**src/source/decode_cfg.svh**
```systemverilog
`ifndef DECODE_CFG_SVH
`define DECODE_CFG_SVH

// --------------------------------------------------
// Datapath widths

// Data and address width of the core
`define DEC_XLEN 32

// Register file address width, 32 integer registers
`define DEC_REGADDR_W 5

// --------------------------------------------------
// Program counter

// First instruction fetched after reset
`define DEC_RESET_VECTOR 32'h0000_0040

// Only 32-bit instructions exist, so the PC always moves by one word
`define DEC_INSTR_STEP 4

`endif

```
**src/source/decode_pkg.sv**
```systemverilog
`default_nettype none

`include "decode_cfg.svh"

package decode_pkg;

	// --------------------------------------------------
	// Plain vectors with a meaning

	typedef logic [`DEC_XLEN-1:0]      addr_t;
	typedef logic [`DEC_XLEN-1:0]      data_t;
	typedef logic [`DEC_XLEN-1:0]      instr_t;
	typedef logic [`DEC_REGADDR_W-1:0] regaddr_t;

	// --------------------------------------------------
	// Control encodings handed to execute

	typedef enum logic {
		ALUSRCA_RS1,
		ALUSRCA_PC
	} alusrc_a_e;

	typedef enum logic {
		ALUSRCB_RS2,
		ALUSRCB_IMM
	} alusrc_b_e;

	// RS2 passes operand B straight through, used for LUI and store data
	typedef enum logic [3:0] {
		ALUOP_ADD,
		ALUOP_SUB,
		ALUOP_LT,
		ALUOP_LTU,
		ALUOP_AND,
		ALUOP_OR,
		ALUOP_XOR,
		ALUOP_SLL,
		ALUOP_SRL,
		ALUOP_SRA,
		ALUOP_RS2
	} aluop_e;

	typedef enum logic [3:0] {
		MEMOP_NONE,
		MEMOP_LB,
		MEMOP_LH,
		MEMOP_LW,
		MEMOP_LBU,
		MEMOP_LHU,
		MEMOP_SB,
		MEMOP_SH,
		MEMOP_SW
	} memop_e;

	// ZERO and NZERO test the ALU result, so BGE is LT with ZERO
	typedef enum logic [1:0] {
		BCOND_NEVER,
		BCOND_ZERO,
		BCOND_NZERO,
		BCOND_ALWAYS
	} bcond_e;

	typedef enum logic [2:0] {
		EXCEPT_NONE,
		EXCEPT_INSTR_FAULT,
		EXCEPT_INSTR_ILLEGAL,
		EXCEPT_ECALL_M,
		EXCEPT_EBREAK,
		EXCEPT_MRET
	} except_e;

endpackage

`default_nettype wire

```
**src/source/cir_control.sv**
```systemverilog
`timescale 1ns/1ns
`default_nettype none

`include "decode_cfg.svh"

module cir_control import decode_pkg::*; (
	input  wire         clk,
	input  wire         rst_n,

	input  wire         cir_vld_i,
	input  wire         x_stall_i,
	input  wire         jump_now_i,
	input  wire         jump_not_except_i,
	input  wire addr_t  jump_target_i,

	output logic        cir_use_o,
	output logic        cir_flush_behind_o,
	output logic        starved_o,
	output logic        lock_active_o,
	output addr_t       pc_o
);

	logic  stall;
	logic  assert_lock;
	logic  lock;
	logic  lock_prev;
	addr_t lock_target;
	addr_t pc;

	// --------------------------------------------------
	// Stall and consume

	assign starved_o = !cir_vld_i;
	assign stall     = x_stall_i || starved_o;
	assign cir_use_o = !stall;

	// --------------------------------------------------
	// CIR lock

	// A jump raised by the instruction in decode can't be held back while
	// decode is stalled, so the frontend keeps this instruction and refetches
	// behind it. The instruction finishes once the stall clears
	assign assert_lock = jump_now_i && jump_not_except_i && stall;
	assign lock        = (lock_prev && stall) || assert_lock;

	// Only the first locked cycle tells the frontend to flush behind the CIR
	assign cir_flush_behind_o = assert_lock && !lock_prev;
	assign lock_active_o      = lock_prev;

	always_ff @(posedge clk or negedge rst_n) begin
		if (!rst_n) begin
			lock_prev <= 1'b0;
		end else begin
			lock_prev <= lock;
		end
	end

	// Target is kept here so the frontend may drop it after the jump
	always_ff @(posedge clk) begin
		if (assert_lock) begin
			lock_target <= jump_target_i;
		end
	end

	// --------------------------------------------------
	// Program counter

	always_ff @(posedge clk or negedge rst_n) begin
		if (!rst_n) begin
			pc <= `DEC_RESET_VECTOR;
		end else if (jump_now_i && !assert_lock) begin
			pc <= jump_target_i;
		end else if (lock_prev && !stall) begin
			// Lock releases in this cycle
			pc <= lock_target;
		end else if (!stall && !lock) begin
			pc <= pc + addr_t'(`DEC_INSTR_STEP);
		end
	end

	assign pc_o = pc;

endmodule

`default_nettype wire

```
**src/source/decode_stage.sv**
```systemverilog
`timescale 1ns/1ns
`default_nettype none

module decode_stage import decode_pkg::*; (
	input  wire            clk,
	input  wire            rst_n,

	// Fetch side
	input  wire instr_t    cir_i,
	input  wire            cir_vld_i,
	input  wire            cir_err_i,
	output wire            cir_use_o,
	output wire            cir_flush_behind_o,
	output wire            starved_o,
	output wire            lock_active_o,
	output wire addr_t     pc_o,

	// Execute side
	input  wire            m_mode_i,
	input  wire            x_stall_i,
	input  wire            jump_now_i,
	input  wire            jump_not_except_i,
	input  wire addr_t     jump_target_i,

	// Decoded controls
	output wire regaddr_t  rs1_o,
	output wire regaddr_t  rs2_o,
	output wire regaddr_t  rd_o,
	output wire data_t     imm_o,
	output wire alusrc_a_e alusrc_a_o,
	output wire alusrc_b_e alusrc_b_o,
	output wire aluop_e    aluop_o,
	output wire memop_e    memop_o,
	output wire bcond_e    branchcond_o,
	output wire addr_t     addr_offs_o,
	output wire            addr_is_regoffs_o,
	output wire except_e   except_o
);

	// PC and CIR handshake
	cir_control u_cir_control (
		.clk                (clk),
		.rst_n              (rst_n),
		.cir_vld_i          (cir_vld_i),
		.x_stall_i          (x_stall_i),
		.jump_now_i         (jump_now_i),
		.jump_not_except_i  (jump_not_except_i),
		.jump_target_i      (jump_target_i),
		.cir_use_o          (cir_use_o),
		.cir_flush_behind_o (cir_flush_behind_o),
		.starved_o          (starved_o),
		.lock_active_o      (lock_active_o),
		.pc_o               (pc_o)
	);

	// Combinational decode of the current instruction
	instr_decoder u_instr_decoder (
		.cir_i             (cir_i),
		.cir_err_i         (cir_err_i),
		.starved_i         (starved_o),
		.lock_active_i     (lock_active_o),
		.m_mode_i          (m_mode_i),
		.rs1_o             (rs1_o),
		.rs2_o             (rs2_o),
		.rd_o              (rd_o),
		.imm_o             (imm_o),
		.alusrc_a_o        (alusrc_a_o),
		.alusrc_b_o        (alusrc_b_o),
		.aluop_o           (aluop_o),
		.memop_o           (memop_o),
		.branchcond_o      (branchcond_o),
		.addr_offs_o       (addr_offs_o),
		.addr_is_regoffs_o (addr_is_regoffs_o),
		.except_o          (except_o)
	);

endmodule

`default_nettype wire

```
**src/source/instr_decoder.sv**
```systemverilog
`timescale 1ns/1ns
`default_nettype none

`include "decode_cfg.svh"

module instr_decoder import decode_pkg::*; (
	input  wire instr_t cir_i,
	input  wire         cir_err_i,
	input  wire         starved_i,
	input  wire         lock_active_i,
	input  wire         m_mode_i,

	output regaddr_t    rs1_o,
	output regaddr_t    rs2_o,
	output regaddr_t    rd_o,
	output data_t       imm_o,
	output alusrc_a_e   alusrc_a_o,
	output alusrc_b_e   alusrc_b_o,
	output aluop_e      aluop_o,
	output memop_e      memop_o,
	output bcond_e      branchcond_o,
	output addr_t       addr_offs_o,
	output logic        addr_is_regoffs_o,
	output except_e     except_o
);

	localparam logic [6:0] OPC_LOAD     = 7'b0000011;
	localparam logic [6:0] OPC_MISC_MEM = 7'b0001111;
	localparam logic [6:0] OPC_OP_IMM   = 7'b0010011;
	localparam logic [6:0] OPC_AUIPC    = 7'b0010111;
	localparam logic [6:0] OPC_STORE    = 7'b0100011;
	localparam logic [6:0] OPC_OP       = 7'b0110011;
	localparam logic [6:0] OPC_LUI      = 7'b0110111;
	localparam logic [6:0] OPC_BRANCH   = 7'b1100011;
	localparam logic [6:0] OPC_JALR     = 7'b1100111;
	localparam logic [6:0] OPC_JAL      = 7'b1101111;
	localparam logic [6:0] OPC_SYSTEM   = 7'b1110011;

	// SYSTEM instructions are matched on the whole word
	localparam instr_t INSTR_ECALL  = 32'h0000_0073;
	localparam instr_t INSTR_EBREAK = 32'h0010_0073;
	localparam instr_t INSTR_MRET   = 32'h3020_0073;

	logic [6:0] opcode;
	logic [2:0] funct3;
	logic [6:0] funct7;
	data_t      imm_i;
	data_t      imm_s;
	data_t      imm_b;
	data_t      imm_u;
	data_t      imm_j;
	logic       invalid;

	assign opcode = cir_i[6:0];
	assign funct3 = cir_i[14:12];
	assign funct7 = cir_i[31:25];

	// --------------------------------------------------
	// Immediate formats

	assign imm_i = {{20{cir_i[31]}}, cir_i[31:20]};
	assign imm_s = {{20{cir_i[31]}}, cir_i[31:25], cir_i[11:7]};
	assign imm_b = {{20{cir_i[31]}}, cir_i[7], cir_i[30:25], cir_i[11:8], 1'b0};
	assign imm_u = {cir_i[31:12], 12'h000};
	assign imm_j = {{12{cir_i[31]}}, cir_i[19:12], cir_i[20], cir_i[30:21], 1'b0};

	// --------------------------------------------------
	// Opcode decode and squashing

	always_comb begin
		rs1_o             = cir_i[19:15];
		rs2_o             = cir_i[24:20];
		rd_o              = cir_i[11:7];
		imm_o             = imm_i;
		alusrc_a_o        = ALUSRCA_RS1;
		alusrc_b_o        = ALUSRCB_RS2;
		aluop_o           = ALUOP_ADD;
		memop_o           = MEMOP_NONE;
		branchcond_o      = BCOND_NEVER;
		addr_offs_o       = '0;
		addr_is_regoffs_o = 1'b0;
		except_o          = EXCEPT_NONE;
		invalid           = 1'b0;

		case (opcode)
			OPC_LUI: begin
				rs1_o      = '0;
				rs2_o      = '0;
				imm_o      = imm_u;
				alusrc_b_o = ALUSRCB_IMM;
				aluop_o    = ALUOP_RS2;
			end
			OPC_AUIPC: begin
				rs1_o      = '0;
				rs2_o      = '0;
				imm_o      = imm_u;
				alusrc_a_o = ALUSRCA_PC;
				alusrc_b_o = ALUSRCB_IMM;
			end
			OPC_JAL, OPC_JALR: begin
				// Link value PC+4 goes through the ALU, the target adder uses addr_offs
				rs2_o        = '0;
				imm_o        = data_t'(`DEC_INSTR_STEP);
				alusrc_a_o   = ALUSRCA_PC;
				alusrc_b_o   = ALUSRCB_IMM;
				branchcond_o = BCOND_ALWAYS;
				if (opcode == OPC_JAL) begin
					rs1_o       = '0;
					addr_offs_o = imm_j;
				end else begin
					invalid           = funct3 != 3'b000;
					addr_is_regoffs_o = 1'b1;
					addr_offs_o       = imm_i;
				end
			end
			OPC_BRANCH: begin
				rd_o        = '0;
				addr_offs_o = imm_b;
				case (funct3)
					3'b000:  begin aluop_o = ALUOP_SUB; branchcond_o = BCOND_ZERO;  end
					3'b001:  begin aluop_o = ALUOP_SUB; branchcond_o = BCOND_NZERO; end
					3'b100:  begin aluop_o = ALUOP_LT;  branchcond_o = BCOND_NZERO; end
					3'b101:  begin aluop_o = ALUOP_LT;  branchcond_o = BCOND_ZERO;  end
					3'b110:  begin aluop_o = ALUOP_LTU; branchcond_o = BCOND_NZERO; end
					3'b111:  begin aluop_o = ALUOP_LTU; branchcond_o = BCOND_ZERO;  end
					default: invalid = 1'b1;
				endcase
			end
			OPC_LOAD: begin
				rs2_o             = '0;
				addr_is_regoffs_o = 1'b1;
				addr_offs_o       = imm_i;
				case (funct3)
					3'b000:  memop_o = MEMOP_LB;
					3'b001:  memop_o = MEMOP_LH;
					3'b010:  memop_o = MEMOP_LW;
					3'b100:  memop_o = MEMOP_LBU;
					3'b101:  memop_o = MEMOP_LHU;
					default: invalid = 1'b1;
				endcase
			end
			OPC_STORE: begin
				rd_o              = '0;
				aluop_o           = ALUOP_RS2;
				addr_is_regoffs_o = 1'b1;
				addr_offs_o       = imm_s;
				case (funct3)
					3'b000:  memop_o = MEMOP_SB;
					3'b001:  memop_o = MEMOP_SH;
					3'b010:  memop_o = MEMOP_SW;
					default: invalid = 1'b1;
				endcase
			end
			OPC_OP_IMM: begin
				rs2_o      = '0;
				alusrc_b_o = ALUSRCB_IMM;
				case (funct3)
					3'b000: aluop_o = ALUOP_ADD;
					3'b010: aluop_o = ALUOP_LT;
					3'b011: aluop_o = ALUOP_LTU;
					3'b100: aluop_o = ALUOP_XOR;
					3'b110: aluop_o = ALUOP_OR;
					3'b111: aluop_o = ALUOP_AND;
					3'b001: begin
						aluop_o = ALUOP_SLL;
						invalid = funct7 != 7'b0000000;
					end
					default: begin
						// Shift right, funct7 picks logical or arithmetic
						aluop_o = funct7[5] ? ALUOP_SRA : ALUOP_SRL;
						invalid = {funct7[6], funct7[4:0]} != 6'b000000;
					end
				endcase
			end
			OPC_OP: begin
				case ({funct7, funct3})
					10'b0000000_000: aluop_o = ALUOP_ADD;
					10'b0100000_000: aluop_o = ALUOP_SUB;
					10'b0000000_001: aluop_o = ALUOP_SLL;
					10'b0000000_010: aluop_o = ALUOP_LT;
					10'b0000000_011: aluop_o = ALUOP_LTU;
					10'b0000000_100: aluop_o = ALUOP_XOR;
					10'b0000000_101: aluop_o = ALUOP_SRL;
					10'b0100000_101: aluop_o = ALUOP_SRA;
					10'b0000000_110: aluop_o = ALUOP_OR;
					10'b0000000_111: aluop_o = ALUOP_AND;
					default:         invalid = 1'b1;
				endcase
			end
			OPC_MISC_MEM: begin
				// FENCE acts as a NOP, rd, rs1 and funct3 must be zero
				rs2_o   = '0;
				invalid = cir_i[19:7] != 13'h0000;
			end
			OPC_SYSTEM: begin
				rs1_o = '0;
				rs2_o = '0;
				rd_o  = '0;
				if (cir_i == INSTR_ECALL) begin
					except_o = EXCEPT_ECALL_M;
				end else if (cir_i == INSTR_EBREAK) begin
					except_o = EXCEPT_EBREAK;
				end else if (cir_i == INSTR_MRET && m_mode_i) begin
					except_o = EXCEPT_MRET;
				end else begin
					invalid = 1'b1;
				end
			end
			default: invalid = 1'b1;
		endcase

		// A slot with nothing to execute must not touch registers, memory or PC
		if (invalid || cir_err_i || starved_i) begin
			rs1_o        = '0;
			rs2_o        = '0;
			rd_o         = '0;
			memop_o      = MEMOP_NONE;
			branchcond_o = BCOND_NEVER;
			aluop_o      = ALUOP_ADD;
			if (cir_err_i && !starved_i) begin
				except_o = EXCEPT_INSTR_FAULT;
			end else if (invalid && !starved_i) begin
				except_o = EXCEPT_INSTR_ILLEGAL;
			end else begin
				except_o = EXCEPT_NONE;
			end
		end

		// The locked instruction has already jumped, so it must not branch again
		if (lock_active_i) begin
			branchcond_o = BCOND_NEVER;
		end
	end

endmodule

`default_nettype wire

```
**config.mk**
```make
export PLATFORM = sky130hd
export DESIGN_NAME = decode_stage
export DESIGN_NICKNAME = d
export VERILOG_FILES = /design/src/source/decode_pkg.sv /design/src/source/cir_control.sv /design/src/source/decode_stage.sv /design/src/source/instr_decoder.sv
export VERILOG_INCLUDE_DIRS = /design/src /design/src/source
export SDC_FILE = /design/constraint.sdc
export NUM_CORES = 1
export LEC_CHECK = 0
export ABC_AREA = 1
export BUFFER_PORTS_ARGS = -buffer_cell sky130_fd_sc_hd__clkbuf_2
export CAP_MARGIN = 40
export CORE_AREA = 2 2 109 111
export CTS_BUF_LIST = sky130_fd_sc_hd__clkbuf_8
export DETAILED_ROUTE_END_ITERATION = 12
export DIE_AREA = 0 0 111 113
export PLACE_DENSITY_LB_ADDON = 0.2
export SLEW_MARGIN = 20
export SYNTH_ARGS = -nofsm -noshare
export SYNTH_HDL_FRONTEND = slang
export SYNTH_SLANG_ARGS = --single-unit
```
**constraint.sdc**
```tcl
create_clock -name clk -period 2.1 [get_ports clk]
set_input_delay 0.21 -clock clk [delete_from_list [all_inputs] [get_ports clk]]
set_output_delay 0.21 -clock clk [all_outputs]
set_load 0.05 [all_outputs]
```
==> impl_results.md, run 1 <==
- Final Cycle Share: 99.55%
- Critical Path Sink: rs2_o[0]
- Vias per cell: 5.310
- CP Capture Type: primary output
- Rows: 39
- Routed Wire Length: 19.70 mm
- Area of the mapped netlist: 5534 sq um
- Max-slew violations: 0
- Post-DR wirelength/cell: 15.88 um
- GR Util met1: 35.44%
- Initial Utilization: 49.10%
- Max cap viols: 0
- Flops & latches, synth: 65
- Clk_lat worst skew: 0.35 ns
- Hold Crit Depth: 1
- First drt pass iteration count: 6
- Number of enable flip-flop cells after synthesis: 32
- RSZ-0062 raised after global routing: yes
- Fmax: 478.3 MHz
- Critical Path Source: cir_i[3]
- Fin nets: 1172
- Max Clock Skew: 0.004459 ns
- Htree depth: 3
- Grt peak-use layer: met2
- Ant. Diodes: 0
- Io pins: 203
- Antenna Violating Nets Remaining: 0
- Multi-input gate area: 3358 sq um
- Post-route setup slack: 0.009457 ns
- Worst R2R End: u_cir_control.pc_o[27]
- Dpl hpwl: 15.11 mm
- Ys flop type: edfxtp_1
- CTS Root Cell: clkbuf_8
- CP Data Arrival Time: 1.88 ns
- CP Class: in -> out
- Global-route track usage on met3: 3.856%
- Clock Path Buffers: 2
- R2r setup slk: 0.19 ns
- Worst stage delay on the critical path: 0.22 ns
- Routability Congestion: 1.004
- Die height: 113 um
- Crit path launch type: input pin
- Seq/Total Area, Yosys: 32.31%
- Layout Cells excl Fill: 1241
- Drt drc: 0
- Status: complete, no violations
- Syn_area_per_cell: 6.815 sq um
- Syn nets: 891
- Overflow after GRT: 0
- Critical Path Fanout Max: 7
- Final setup fails: 0
- Leakage: 4.042 nW
- Async set or reset register ratio after synthesis: 50.77%
- Port-buffer cells: 202
- Final hold vios: 0
- Worst path required time: 1.89 ns
- Clk slew on worst S/H paths: 0.07 ns
- Slew margin rel.: 59.43%
- Power Dens Cells: 557.5 nW/um^2
- Peak VDD IR: 0.7717 mV
- Finished Core Util: 71.93%
- Aggregate negative setup slack: 0 ns
- Placed insts: 1219
- Reg2Reg Depth: 10
- Hold crit path type: in -> reg
- Core ar.: 11270 sq um
- CTS tree: yes
- FF-to-FF Start: u_cir_control.pc_o[6]
- Crit-path slowest cell: clkbuf_16
- Post-layout min period: 2.091 ns
- Vias in the first global route: 6220
- Post-Syn Instances: 812
- Total power: 4.520 mW
- Via count: 6590
- Initial DRC Count: 606
- Cell variety after synth: 46
- DIE AREA: 12540 sq um
- Storage element area: 1790 sq um
- Fraction of layout instances using a drive strength above 1: 39.80%
- Initial antenna violation count: 0
- Layout fillers: 955
- CP Cell Sequence: clkbuf_2, inv_2, nand2_1, nor2_4, nand2_2, nand2_2, nor2_2, nand2_2, nand3_2, nor2_4, nand3_4, clkbuf_16, nor2_4, buf_12
- Area growth syn-to-layout: 46.51%
- Yosys warns: 0
- Dpl ws: -0.1554 ns
- Overall Global Routing Usage: 30.33%
- Die width: 111 um
- Largest net degree at the start of global routing: 43
- Cts bufs inserted: 9
- First-pass GRT wire length: 30.54 mm
- GR Layer Usage met2: 55.91%
- Clk sink count: 65
- Slew @ Worst Pin: 0.6086 ns
routing by layer:
metal / wire length (um) / part of all wire (%)
met1: 7578 / 38
met2: 10130 / 51
met3: 1251 / 6.3
met4: 747 / 3.8
met5: 0 / 0
worst min path at each step:
stage / slack [ns] / from / endpoint
after floorplan: -0.09 / rst_n / u_cir_control.lock_active_o
after global placement: 0.25 / rst_n / u_cir_control.pc_o[1]
after detailed placement: 0.24 / rst_n / u_cir_control.pc_o[1]
after CTS: 0.03 / jump_target_i[2] / u_cir_control.lock_target[2]
after global routing: 0.03 / jump_target_i[10] / u_cir_control.lock_target[10]
final: 0.05 / jump_target_i[27] / u_cir_control.lock_target[27]
timing repair:
action                                  4_1_cts  5_1_grt
hold endpoints to repair                     20        0
endpoints found under the setup margin       27       57
pin swaps                                     0       23
resized for setup                            27       93
hold buffers                                  1        0
setup buffers                                 0        4
gates cloned                                  0        1
power by group:
part           switching [mW]  internal [mW]
sequential              0.182           1.51
clock                   0.489          0.449
combinational            1.35          0.540
cell usage after synthesis (all sizes together), types with 3 or more instances:
master / instances / share of area (%)
a21oi: 24 / 2.2
ha: 7 / 1.6
a211oi: 6 / 0.81
o211ai: 4 / 0.54
inv: 98 / 6.7
nand2: 223 / 16
nand4: 11 / 1.2
dfrtp: 32 / 14
o22ai: 8 / 0.90
nor3: 19 / 1.9
nor2: 141 / 14
buf: 20 / 3.0
o21ai: 84 / 7.7
xor2: 13 / 2.1
or2: 4 / 0.45
edfxtp: 32 / 17
a31oi: 3 / 0.34
o21bai: 4 / 0.54
nand3: 50 / 5.2
clkbuf: 15 / 1.0
critical path: cells and delay by family:
kind | cells | cell delay (ns)
AND/OR/NAND/NOR | 10 | 1.12
buffers and inverters | 4 | 0.55
registers in the layout, summed over array words and instances, names as in the netlist:
signal	cells
u_cir_control.lock_target	32
u_cir_control.pc_o	32
u_cir_control.lock_active_o	1
kinds of logic (layout without fill, tap and decap cells):
logic type	Yosys count	count (layout)	share of synthesized area (%)
AO/OA/AOI/OAI	139	139	13.88
XOR/XNOR	14	14	2.216
adder cells (fa/ha/maj)	7	7	1.583
buffers and inverters	134	420	10.74
flip-flops	65	65	32.31
AND/OR/NAND/NOR	453	453	39.27
placed cells by master, fill, tap and decap left out, types with 10 or more instances in the layout:
| master | synthesis | final |
|---|---|---|
| inv_2 | 11 | 10 |
| a21oi_1 | 24 | 22 |
| nor3_1 | 17 | 17 |
| xor2_1 | 13 | 13 |
| o21ai_0 | 77 | 69 |
| dfrtp_1 | 32 | 30 |
| edfxtp_1 | 32 | 32 |
| buf_12 | 2 | 17 |
| inv_1 | 86 | 84 |
| buf_8 | 0 | 12 |
| nor2_2 | 11 | 18 |
| buf_4 | 11 | 100 |
| nand2_2 | 10 | 20 |
| nor2_1 | 103 | 86 |
| clkbuf_8 | 0 | 10 |
| nand2_1 | 211 | 201 |
| o21ai_1 | 6 | 11 |
| nand3_1 | 44 | 40 |
| clkbuf_2 | 0 | 164 |
| nand4_1 | 11 | 11 |
| nor2_4 | 25 | 35 |
per-stage QoR:
stage	hold WS [ns]	cell area, sq um
global placement	0.2481	7523
finish	0.04570	8108
detailed placement	0.2435	7523
CTS	0.02650	7820
global route	0.02874	8108
floorplan	-0.08559	5577
layout make-up:
cell class	count	area share, %
Clock buffer	10	1.698
Clock inverter	6	0.4167
Inverter	99	4.799
Multi-Input combinational cell	613	41.42
Sequential cell	65	22.08
Tap cell	143	2.207
Timing Repair Buffer	305	27.38
Note: power is estimated with default switching activity, not from simulation.
==> inputs of run 2 (changes only) <==
ABC_AREA = unset   (was 1)
CORE_AREA = 2 2 103 105   (was 2 2 109 111)
DIE_AREA = 0 0 105 107   (was 0 0 111 113)
==> impl_results.md, run 2 <==
- Status: finished, violations left (was complete, no violations)
- Failing checks: setup timing
- DIE AREA: 11240 sq um (was 12540 sq um)
- Dpl ws: -0.7553 ns (was -0.1554 ns)
- Overall Global Routing Usage: 39.31% (was 30.33%)
- Leakage: 3.851 nW (was 4.042 nW)
- Clock Path Buffers: 2 (unchanged)
- Syn nets: 687 (was 891)
- Synth area leader: edfxtp_1 (unchanged)
- Seq/Total Area, Yosys: 36.38% (was 32.31%)
- Met2 WL: 11.88 mm (was 10.13 mm)
- Layout fillers: 537 (was 955)
- Port-buffer cells: 202 (unchanged)
- Vias in the first global route: 6327 (was 6220)
- Cts bufs inserted: 9 (unchanged)
- Htree depth: 3 (unchanged)
- Hold Path Sink: u_cir_control.lock_target[26] (was u_cir_control.lock_target[27])
- Max Clock Skew: 0.01752 ns (was 0.004459 ns)
- Io pins: 203 (unchanged)
- Max cap viols: 0 (unchanged)
- Post-route setup slack: -0.7405 ns (was 0.009457 ns)
- CTS Root Cell: clkbuf_8 (unchanged)
- Largest net degree at the start of global routing: 22 (was 43)
- Area of the mapped netlist: 4915 sq um (was 5534 sq um)
- First-pass GRT wire length: 34.47 mm (was 30.54 mm)
- Crit path launch type: input pin (unchanged)
- First drt pass iteration count: 7 (was 6)
- Antenna Violating Nets Remaining: 0 (unchanged)
- Initial Utilization: 48.70% (was 49.10%)
- R2r setup slk: 0.05 ns (was 0.19 ns)
- Clk_lat worst skew: 0.36 ns (was 0.35 ns)
- Final hold vios: 0 (unchanged)
- Routability Congestion: 1.032 (was 1.004)
- Initial antenna violation count: 0 (unchanged)
- Overflow after GRT: 0 (unchanged)
- Ant. Diodes: 0 (unchanged)
- Post-layout min period: 2.840 ns (was 2.091 ns)
- Vias per cell: 6.515 (was 5.310)
- Yosys warns: 0 (unchanged)
- Critical Path Fanout Max: 4 (was 7)
- Fraction of layout instances using a drive strength above 1: 51.13% (was 39.80%)
- Die height: 107 um (was 113 um)
- Core ar.: 10090 sq um (was 11270 sq um)
- Fmax: 352.1 MHz (was 478.3 MHz)
- Routed met1 length: 8.760 mm (was 7.578 mm)
- Fin nets: 1001 (was 1172)
- Dpl hpwl: 16.55 mm (was 15.11 mm)
- Hold crit path type: in -> reg (unchanged)
- Via count: 6925 (was 6590)
- Rows: 37 (was 39)
- Clk sink count: 65 (unchanged)
- Flops & latches, synth: 65 (unchanged)
- Post-route cell area: 8701 sq um (was 8108 sq um)
- Routed Wire Length: 24.62 mm (was 19.70 mm)
- Commonest cells in the netlist: nand2_1 (66), a21oi_1 (55), nor2_1 (48) (was nand2_1 (211), nor2_1 (103), inv_1 (86), o21ai_0 (77), nand3_1 (44))
- Worst R2R End: u_cir_control.pc_o[24] (was u_cir_control.pc_o[27])
- Peak VDD IR: 0.7404 mV (was 0.7717 mV)
- RSZ-0062 raised after global routing: yes (unchanged)
- Slew @ Worst Pin: 0.6260 ns (was 0.6086 ns)
- FF-to-FF Start: u_cir_control.pc_o[6] (unchanged)
- Commonest non-fill, non-tap cell in the layout: clkbuf_2 (was nand2_1)
- Area growth syn-to-layout: 77.04% (was 46.51%)
- Reg2Reg Depth: 8 (was 10)
- Initial DRC Count: 894 (was 606)
- Slew margin rel.: 58.27% (was 59.43%)
- Post-DR wirelength/cell: 23.16 um (was 15.88 um)
- Share of the synthesized area in the top cell type: 19.55% (was 17.36%)
- Clk slew on worst S/H paths: 0.08 ns (was 0.07 ns)
- Total power: 4.668 mW (was 4.520 mW)
- Syn_area_per_cell: 8.083 sq um (was 6.815 sq um)
- Number of enable flip-flop cells after synthesis: 32 (unchanged)
- Cell variety after synth: 64 (was 46)
- Finished Core Util: 86.21% (was 71.93%)
- CP Capture Type: primary output (unchanged)
- Ys flop type: edfxtp_1 (unchanged)
- Drt drc: 0 (unchanged)
- Post-DP Area: 7637 sq um (was 7523 sq um)
- Commonest cells after routing, fill and taps aside: clkbuf_2 (135), buf_4 (132), nand2_1 (63) (was nand2_1 (201), clkbuf_2 (164), buf_4 (100))
- Area contributors post-synth: edfxtp_1 (20%), dfrtp_1 (16%), a21oi_1 (5.6%) (was edfxtp_1 (17%), dfrtp_1 (14%), nand2_1 (14%))
- CP Class: in -> out (unchanged)
- Worst path required time: 1.89 ns (about the same)
- Min-delay src: jump_target_i[26] (was jump_target_i[27])
- Max Used Layer: met4 (unchanged)
- Post-Syn Instances: 608 (was 812)
- Most frequent cell after synthesis: nand2_1 (unchanged)
- CTS tree: yes (unchanged)
- Final Cycle Share: 135.3% (was 99.55%)
- CP Data Arrival Time: 2.63 ns (was 1.88 ns)
- Hold Crit Depth: 1 (unchanged)
- Max-slew violations: 0 (unchanged)
- Final setup fails: 54 (was 0)
- Aggregate negative setup slack: -20.70 ns (was 0 ns)
- Met3 wire length: 2.542 mm (was 1.251 mm)
- Die width: 105 um (was 111 um)
- Power Dens Cells: 536.5 nW/um^2 (was 557.5 nW/um^2)
- Async set or reset register ratio after synthesis: 50.77% (unchanged)
run 2: changes by cell type after synthesis, moves of 25 or more:
cell	delta
nor2_4	-25
nand2_1	-145
o21ai_0	-41
inv_1	-76
and3_1	+29
a21oi_1	+31
nor2_1	-55
run 2: through the flow:
stage,std cells,hold slack [ns]
3_5_place_dp,1024,0.2308
5_1_grt,1063,0.03866
3_3_place_gp,1024,0.2198
2_1_floorplan,608,-0.08559
6_report,1063,0.04274
4_1_cts,1052,0.03647
run 2: worst max path at each step:
stage,start,end,depth (start not counted)
3_3_place_gp,cir_i[25],aluop_o[2],8
2_1_floorplan,cir_i[25],aluop_o[2],6
4_1_cts,cir_i[25],aluop_o[2],8
3_5_place_dp,cir_i[25],aluop_o[2],8
5_1_grt,cir_i[6],aluop_o[3],10
6_report,cir_i[27],aluop_o[2],8
run 2: report_power, final:
group	internal (mW)	switching, mW
sequential	1.51	0.201
combinational	0.641	1.36
clock	0.426	0.533
run 2: routing by layer:
| layer | GRT usage, % | up-vias |
|---|---|---|
| met5 | 0 | - |
| met4 | 20.95 | 0 |
| met3 | 5.957 | 139 |
| met2 | 68.83 | 627 |
| met1 | 46.57 | 3261 |
| li1 | - | 2898 |
run 2: final cells by class:
class / instances / area (sq um) / area share [%]
inverters: 11 / 45.04 / 0.5177
repair buffers: 353 / 3048 / 35.03
well taps: 136 / 170.2 / 1.956
clock inverters: 7 / 43.79 / 0.5033
clock buffers: 9 / 123.9 / 1.424
flip-flops and latches: 65 / 1803 / 20.72
multi-input cells: 482 / 3467 / 39.85
run 2: logic make-up after synthesis:
kind of cell	synth area share, %
and+or+nand+nor	29.66
xor gates and xnor gates	1.960
AOI/OAI and AO/OA	22.99
buffers and inverters	5.575
muxes	1.655
DFF	36.38
adders and majority gates	1.782
run 2: timing repair:
item / CTS / global route
hold buffers: 1 / 0
gates cloned: 1 / 0
endpoints found under the setup margin: 60 / 68
resized for setup: 67 / 133
pin swaps: 13 / 32
endpoints found under the hold margin: 19 / 0
setup buffers: 10 / 11
run 2: critical path, cell delays in order:
cell and delay [ns]:
buf_6 0.09, or4_4 0.59, o21bai_4 0.16, a211oi_2 0.08, or4_4 0.53, or4_4 0.48
a2111oi_4 0.29, buf_12 0.19
==> inputs of run 3 (changes only) <==
ABC_AREA = 1   (was unset)
BUFFER_PORTS_ARGS = unset   (was -buffer_cell sky130_fd_sc_hd__clkbuf_2)
CORE_AREA = 2 2 110 112   (was 2 2 103 105)
DIE_AREA = 0 0 112 114   (was 0 0 105 107)
DONT_BUFFER_PORTS = 1   (was unset)
SYNTH_HIERARCHICAL = 1   (was unset)
==> impl_results.md, run 3 <==
- Clk_lat worst skew: 0.35 ns (was 0.36 ns)
- Layout fillers: 983 (was 537)
- DIE AREA: 12770 sq um (was 11240 sq um)
- Finished Core Util: 67.07% (was 86.21%)
- Yosys warns: 6 (was 0)
- Max Clock Skew: 0.009757 ns (was 0.01752 ns)
- Status: complete, no violations (was finished, violations left)
- Cts bufs inserted: 9 (unchanged)
- Slew margin rel.: 55.14% (was 58.27%)
- Final setup fails: 0 (was 54)
- Number of enable flip-flop cells after synthesis: 32 (unchanged)
- Initial Utilization: 48.88% (was 48.70%)
- Met3 wire length: 1.831 mm (was 2.542 mm)
- Fraction of layout instances using a drive strength above 1: 28.07% (was 51.13%)
- Routed Wire Length: 21.51 mm (was 24.62 mm)
- Worst path required time: 1.89 ns (about the same)
- CP Class: in -> out (unchanged)
- Post-layout min period: 2.020 ns (was 2.840 ns)
- First-pass GRT wire length: 32.96 mm (was 34.47 mm)
- Cell variety after synth: 43 (was 64)
- Post-DR wirelength/cell: 18.06 um (was 23.16 um)
- Met2 WL: 11.23 mm (was 11.88 mm)
- Port-buffer cells: 0 (was 202)
- Dpl hpwl: 16.17 mm (was 16.55 mm)
- Final Cycle Share: 96.19% (was 135.3%)
- Area of the mapped netlist: 5724 sq um (was 4915 sq um)
- Commonest cells after routing, fill and taps aside: nand2_1 (274), buf_4 (123), nor2_1 (99) (was clkbuf_2 (135), buf_4 (132), nand2_1 (63))
- CP Data Arrival Time: 1.81 ns (was 2.63 ns)
- Post-route cell area: 7855 sq um (was 8701 sq um)
- Peak VDD IR: 0.6964 mV (was 0.7404 mV)
- Total power: 4.829 mW (was 4.668 mW)
- Slew @ Worst Pin: 0.6719 ns (was 0.6260 ns)
- Die height: 114 um (was 107 um)
- Syn nets: 949 (was 687)
- Via count: 6573 (was 6925)
- Seq/Total Area, Yosys: 31.23% (was 36.38%)
- Routed met1 length: 7.853 mm (was 8.760 mm)
- Area contributors post-synth: nand2_1 (18%), edfxtp_1 (17%), dfrtp_1 (14%) (was edfxtp_1 (20%), dfrtp_1 (16%), a21oi_1 (5.6%))
- First drt pass iteration count: 6 (was 7)
- Vias in the first global route: 6313 (was 6327)
- Commonest non-fill, non-tap cell in the layout: nand2_1 (was clkbuf_2)
- Initial DRC Count: 641 (was 894)
- Leakage: 3.763 nW (was 3.851 nW)
- RSZ-0062 raised after global routing: no (was yes)
- Fin nets: 1112 (was 1001)
- Synth area leader: nand2_1 (was edfxtp_1)
- Largest net degree at the start of global routing: 37 (was 22)
- Commonest cells in the netlist: nand2_1 (280), nor2_1 (118), inv_1 (92), nand3_1 (63), o21ai_0 (57) (was nand2_1 (66), a21oi_1 (55), nor2_1 (48))
- Most frequent cell after synthesis: nand2_1 (unchanged)
- Max cap viols: 0 (unchanged)
- Vias per cell: 5.519 (was 6.515)
- Max-slew violations: 0 (unchanged)
- Storage element area: 1788 sq um (was 1803 sq um)
- Ant. Diodes: 0 (unchanged)
- Antenna Violating Nets Remaining: 0 (unchanged)
- Initial antenna violation count: 0 (unchanged)
- Io pins: 203 (unchanged)
- Ys flop type: edfxtp_1 (unchanged)
- Share of the synthesized area in the top cell type: 18.36% (was 19.55%)
- CTS tree: yes (unchanged)
- Max Used Layer: met4 (unchanged)
- Post-Syn Instances: 876 (was 608)
- CTS Root Cell: clkbuf_8 (unchanged)
- Final hold vios: 0 (unchanged)
- Die width: 112 um (was 105 um)
- Htree depth: 3 (unchanged)
- Overflow after GRT: 0 (unchanged)
- Drt drc: 0 (unchanged)
- CP Capture Type: primary output (unchanged)
- Fmax: 495.0 MHz (was 352.1 MHz)
- Flops & latches, synth: 65 (unchanged)
- Syn_area_per_cell: 6.535 sq um (was 8.083 sq um)
- Core ar.: 11710 sq um (was 10090 sq um)
- Critical Path Fanout Max: 8 (was 4)
- Multi-input gate area: 3425 sq um (was 3467 sq um)
- Clk slew on worst S/H paths: 0.07 ns (was 0.08 ns)
- Aggregate negative setup slack: 0 ns (was -20.70 ns)
- Hold crit path type: in -> reg (unchanged)
- Power Dens Cells: 614.7 nW/um^2 (was 536.5 nW/um^2)
- Routability Congestion: 1.007 (was 1.032)
- Area growth syn-to-layout: 37.22% (was 77.04%)
- Overall Global Routing Usage: 32.74% (was 39.31%)
- Crit path launch type: input pin (unchanged)
- Async set or reset register ratio after synthesis: 50.77% (unchanged)
- Post-DP Area: 7131 sq um (was 7637 sq um)
- Clock Path Buffers: 2 (unchanged)
- Clk sink count: 65 (unchanged)
- Rows: 40 (was 37)
-- run 3: cell types whose count changed in the layout (fill, tap and decap cells not counted), sizes merged, moves of 19 or more --
cell	delta
dlygate4sd3	+32
buf	-60
clkbuf	-136
o21ai	+37
nor2	+112
and3	-29
a21oi	-34
nor3	-19
nand2	+232
a21o	-21
inv	+94
nand3	+29
-- run 3: path summary, 6_finish.rpt --
path / from / end / slack [ns] / depth (start not counted)
max: cir_i[27] / rd_o[3] / 0.08 / 13
min: jump_target_i[6] / u_cir_control/pc_o[6] / 0.06 / 2
max reg2reg: u_cir_control/pc_o[2] / u_cir_control/pc_o[16] / 0.40 / 10
min reg2reg: u_cir_control/lock_target[0] / u_cir_control/pc_o[0] / 0.51 / 2
max in group asynchronous: rst_n / u_cir_control/pc_o[6] / 1.53 / 2
min in group asynchronous: rst_n / u_cir_control/pc_o[3] / 0.31 / 2
-- run 3: cell type report --
class                   instances  area share [%]
clock buffers                  10           1.752
clock inverters                 6          0.7646
inverters                     104           5.002
multi-input cells             671           43.60
flip-flops and latches         65           22.76
well taps                     147           2.342
repair buffers                188           23.78
-- run 3: timing repair --
| action | CTS | global route |
|---|---|---|
| buffers inserted | 0 | 5 |
| cloned | 0 | 1 |
| endpoints found under the hold margin | 68 | 0 |
| hold buffers | 34 | 0 |
| resized for setup | 1 | 33 |
| pin swaps | 0 | 8 |
| setup endpoints to repair | 4 | 27 |
-- run 3: logic make-up after synthesis --
logic type               Yosys count  share of synthesized area [%]
XOR/XNOR                           5                         0.7650
buffers and inverters            140                          11.74
flip-flops                        65                          31.24
adder cells (fa/ha/maj)            1                         0.2185
AND/OR/NAND/NOR                  543                          43.69
AO/OA/AOI/OAI                    122                          12.35
-- run 3: critical path, cell delays in order --
cell	delay, ns
nor2_2	0.10
buf_4	0.16
buf_4	0.11
nand4_1	0.13
nand3_1	0.10
nand2_1	0.05
nor2_1	0.10
nand2_1	0.09
nor2_4	0.16
nand2_4	0.11
clkbuf_16	0.20
nor2_4	0.13
buf_12	0.14
-- run 3: per-layer routing --
metal  vias up  track usage (%)
met1      3051            37.22
met5         -                0
met3        47            7.120
met2       365            61.21
met4         0            10.57
li1       3110                -
-- run 3: metrics by stage --
| stage | hold slack [ns] | cells | worst slack (ns) |
|---|---|---|---|
| 2_1_floorplan | -0.08559 | 876 | -0.1190 |
| 3_3_place_gp | -0.08472 | 1135 | 0.03051 |
| 3_5_place_dp | -0.08472 | 1135 | -0.04097 |
| 4_1_cts | 0.04271 | 1185 | 0.001563 |
| 5_1_grt | 0.05793 | 1191 | 0.007203 |
| 6_report | 0.05527 | 1191 | 0.07992 |
-- run 3: power by group --
part	internal, mW	switching (mW)
sequential	1.52	0.214
clock	0.571	0.485
combinational	0.614	1.42
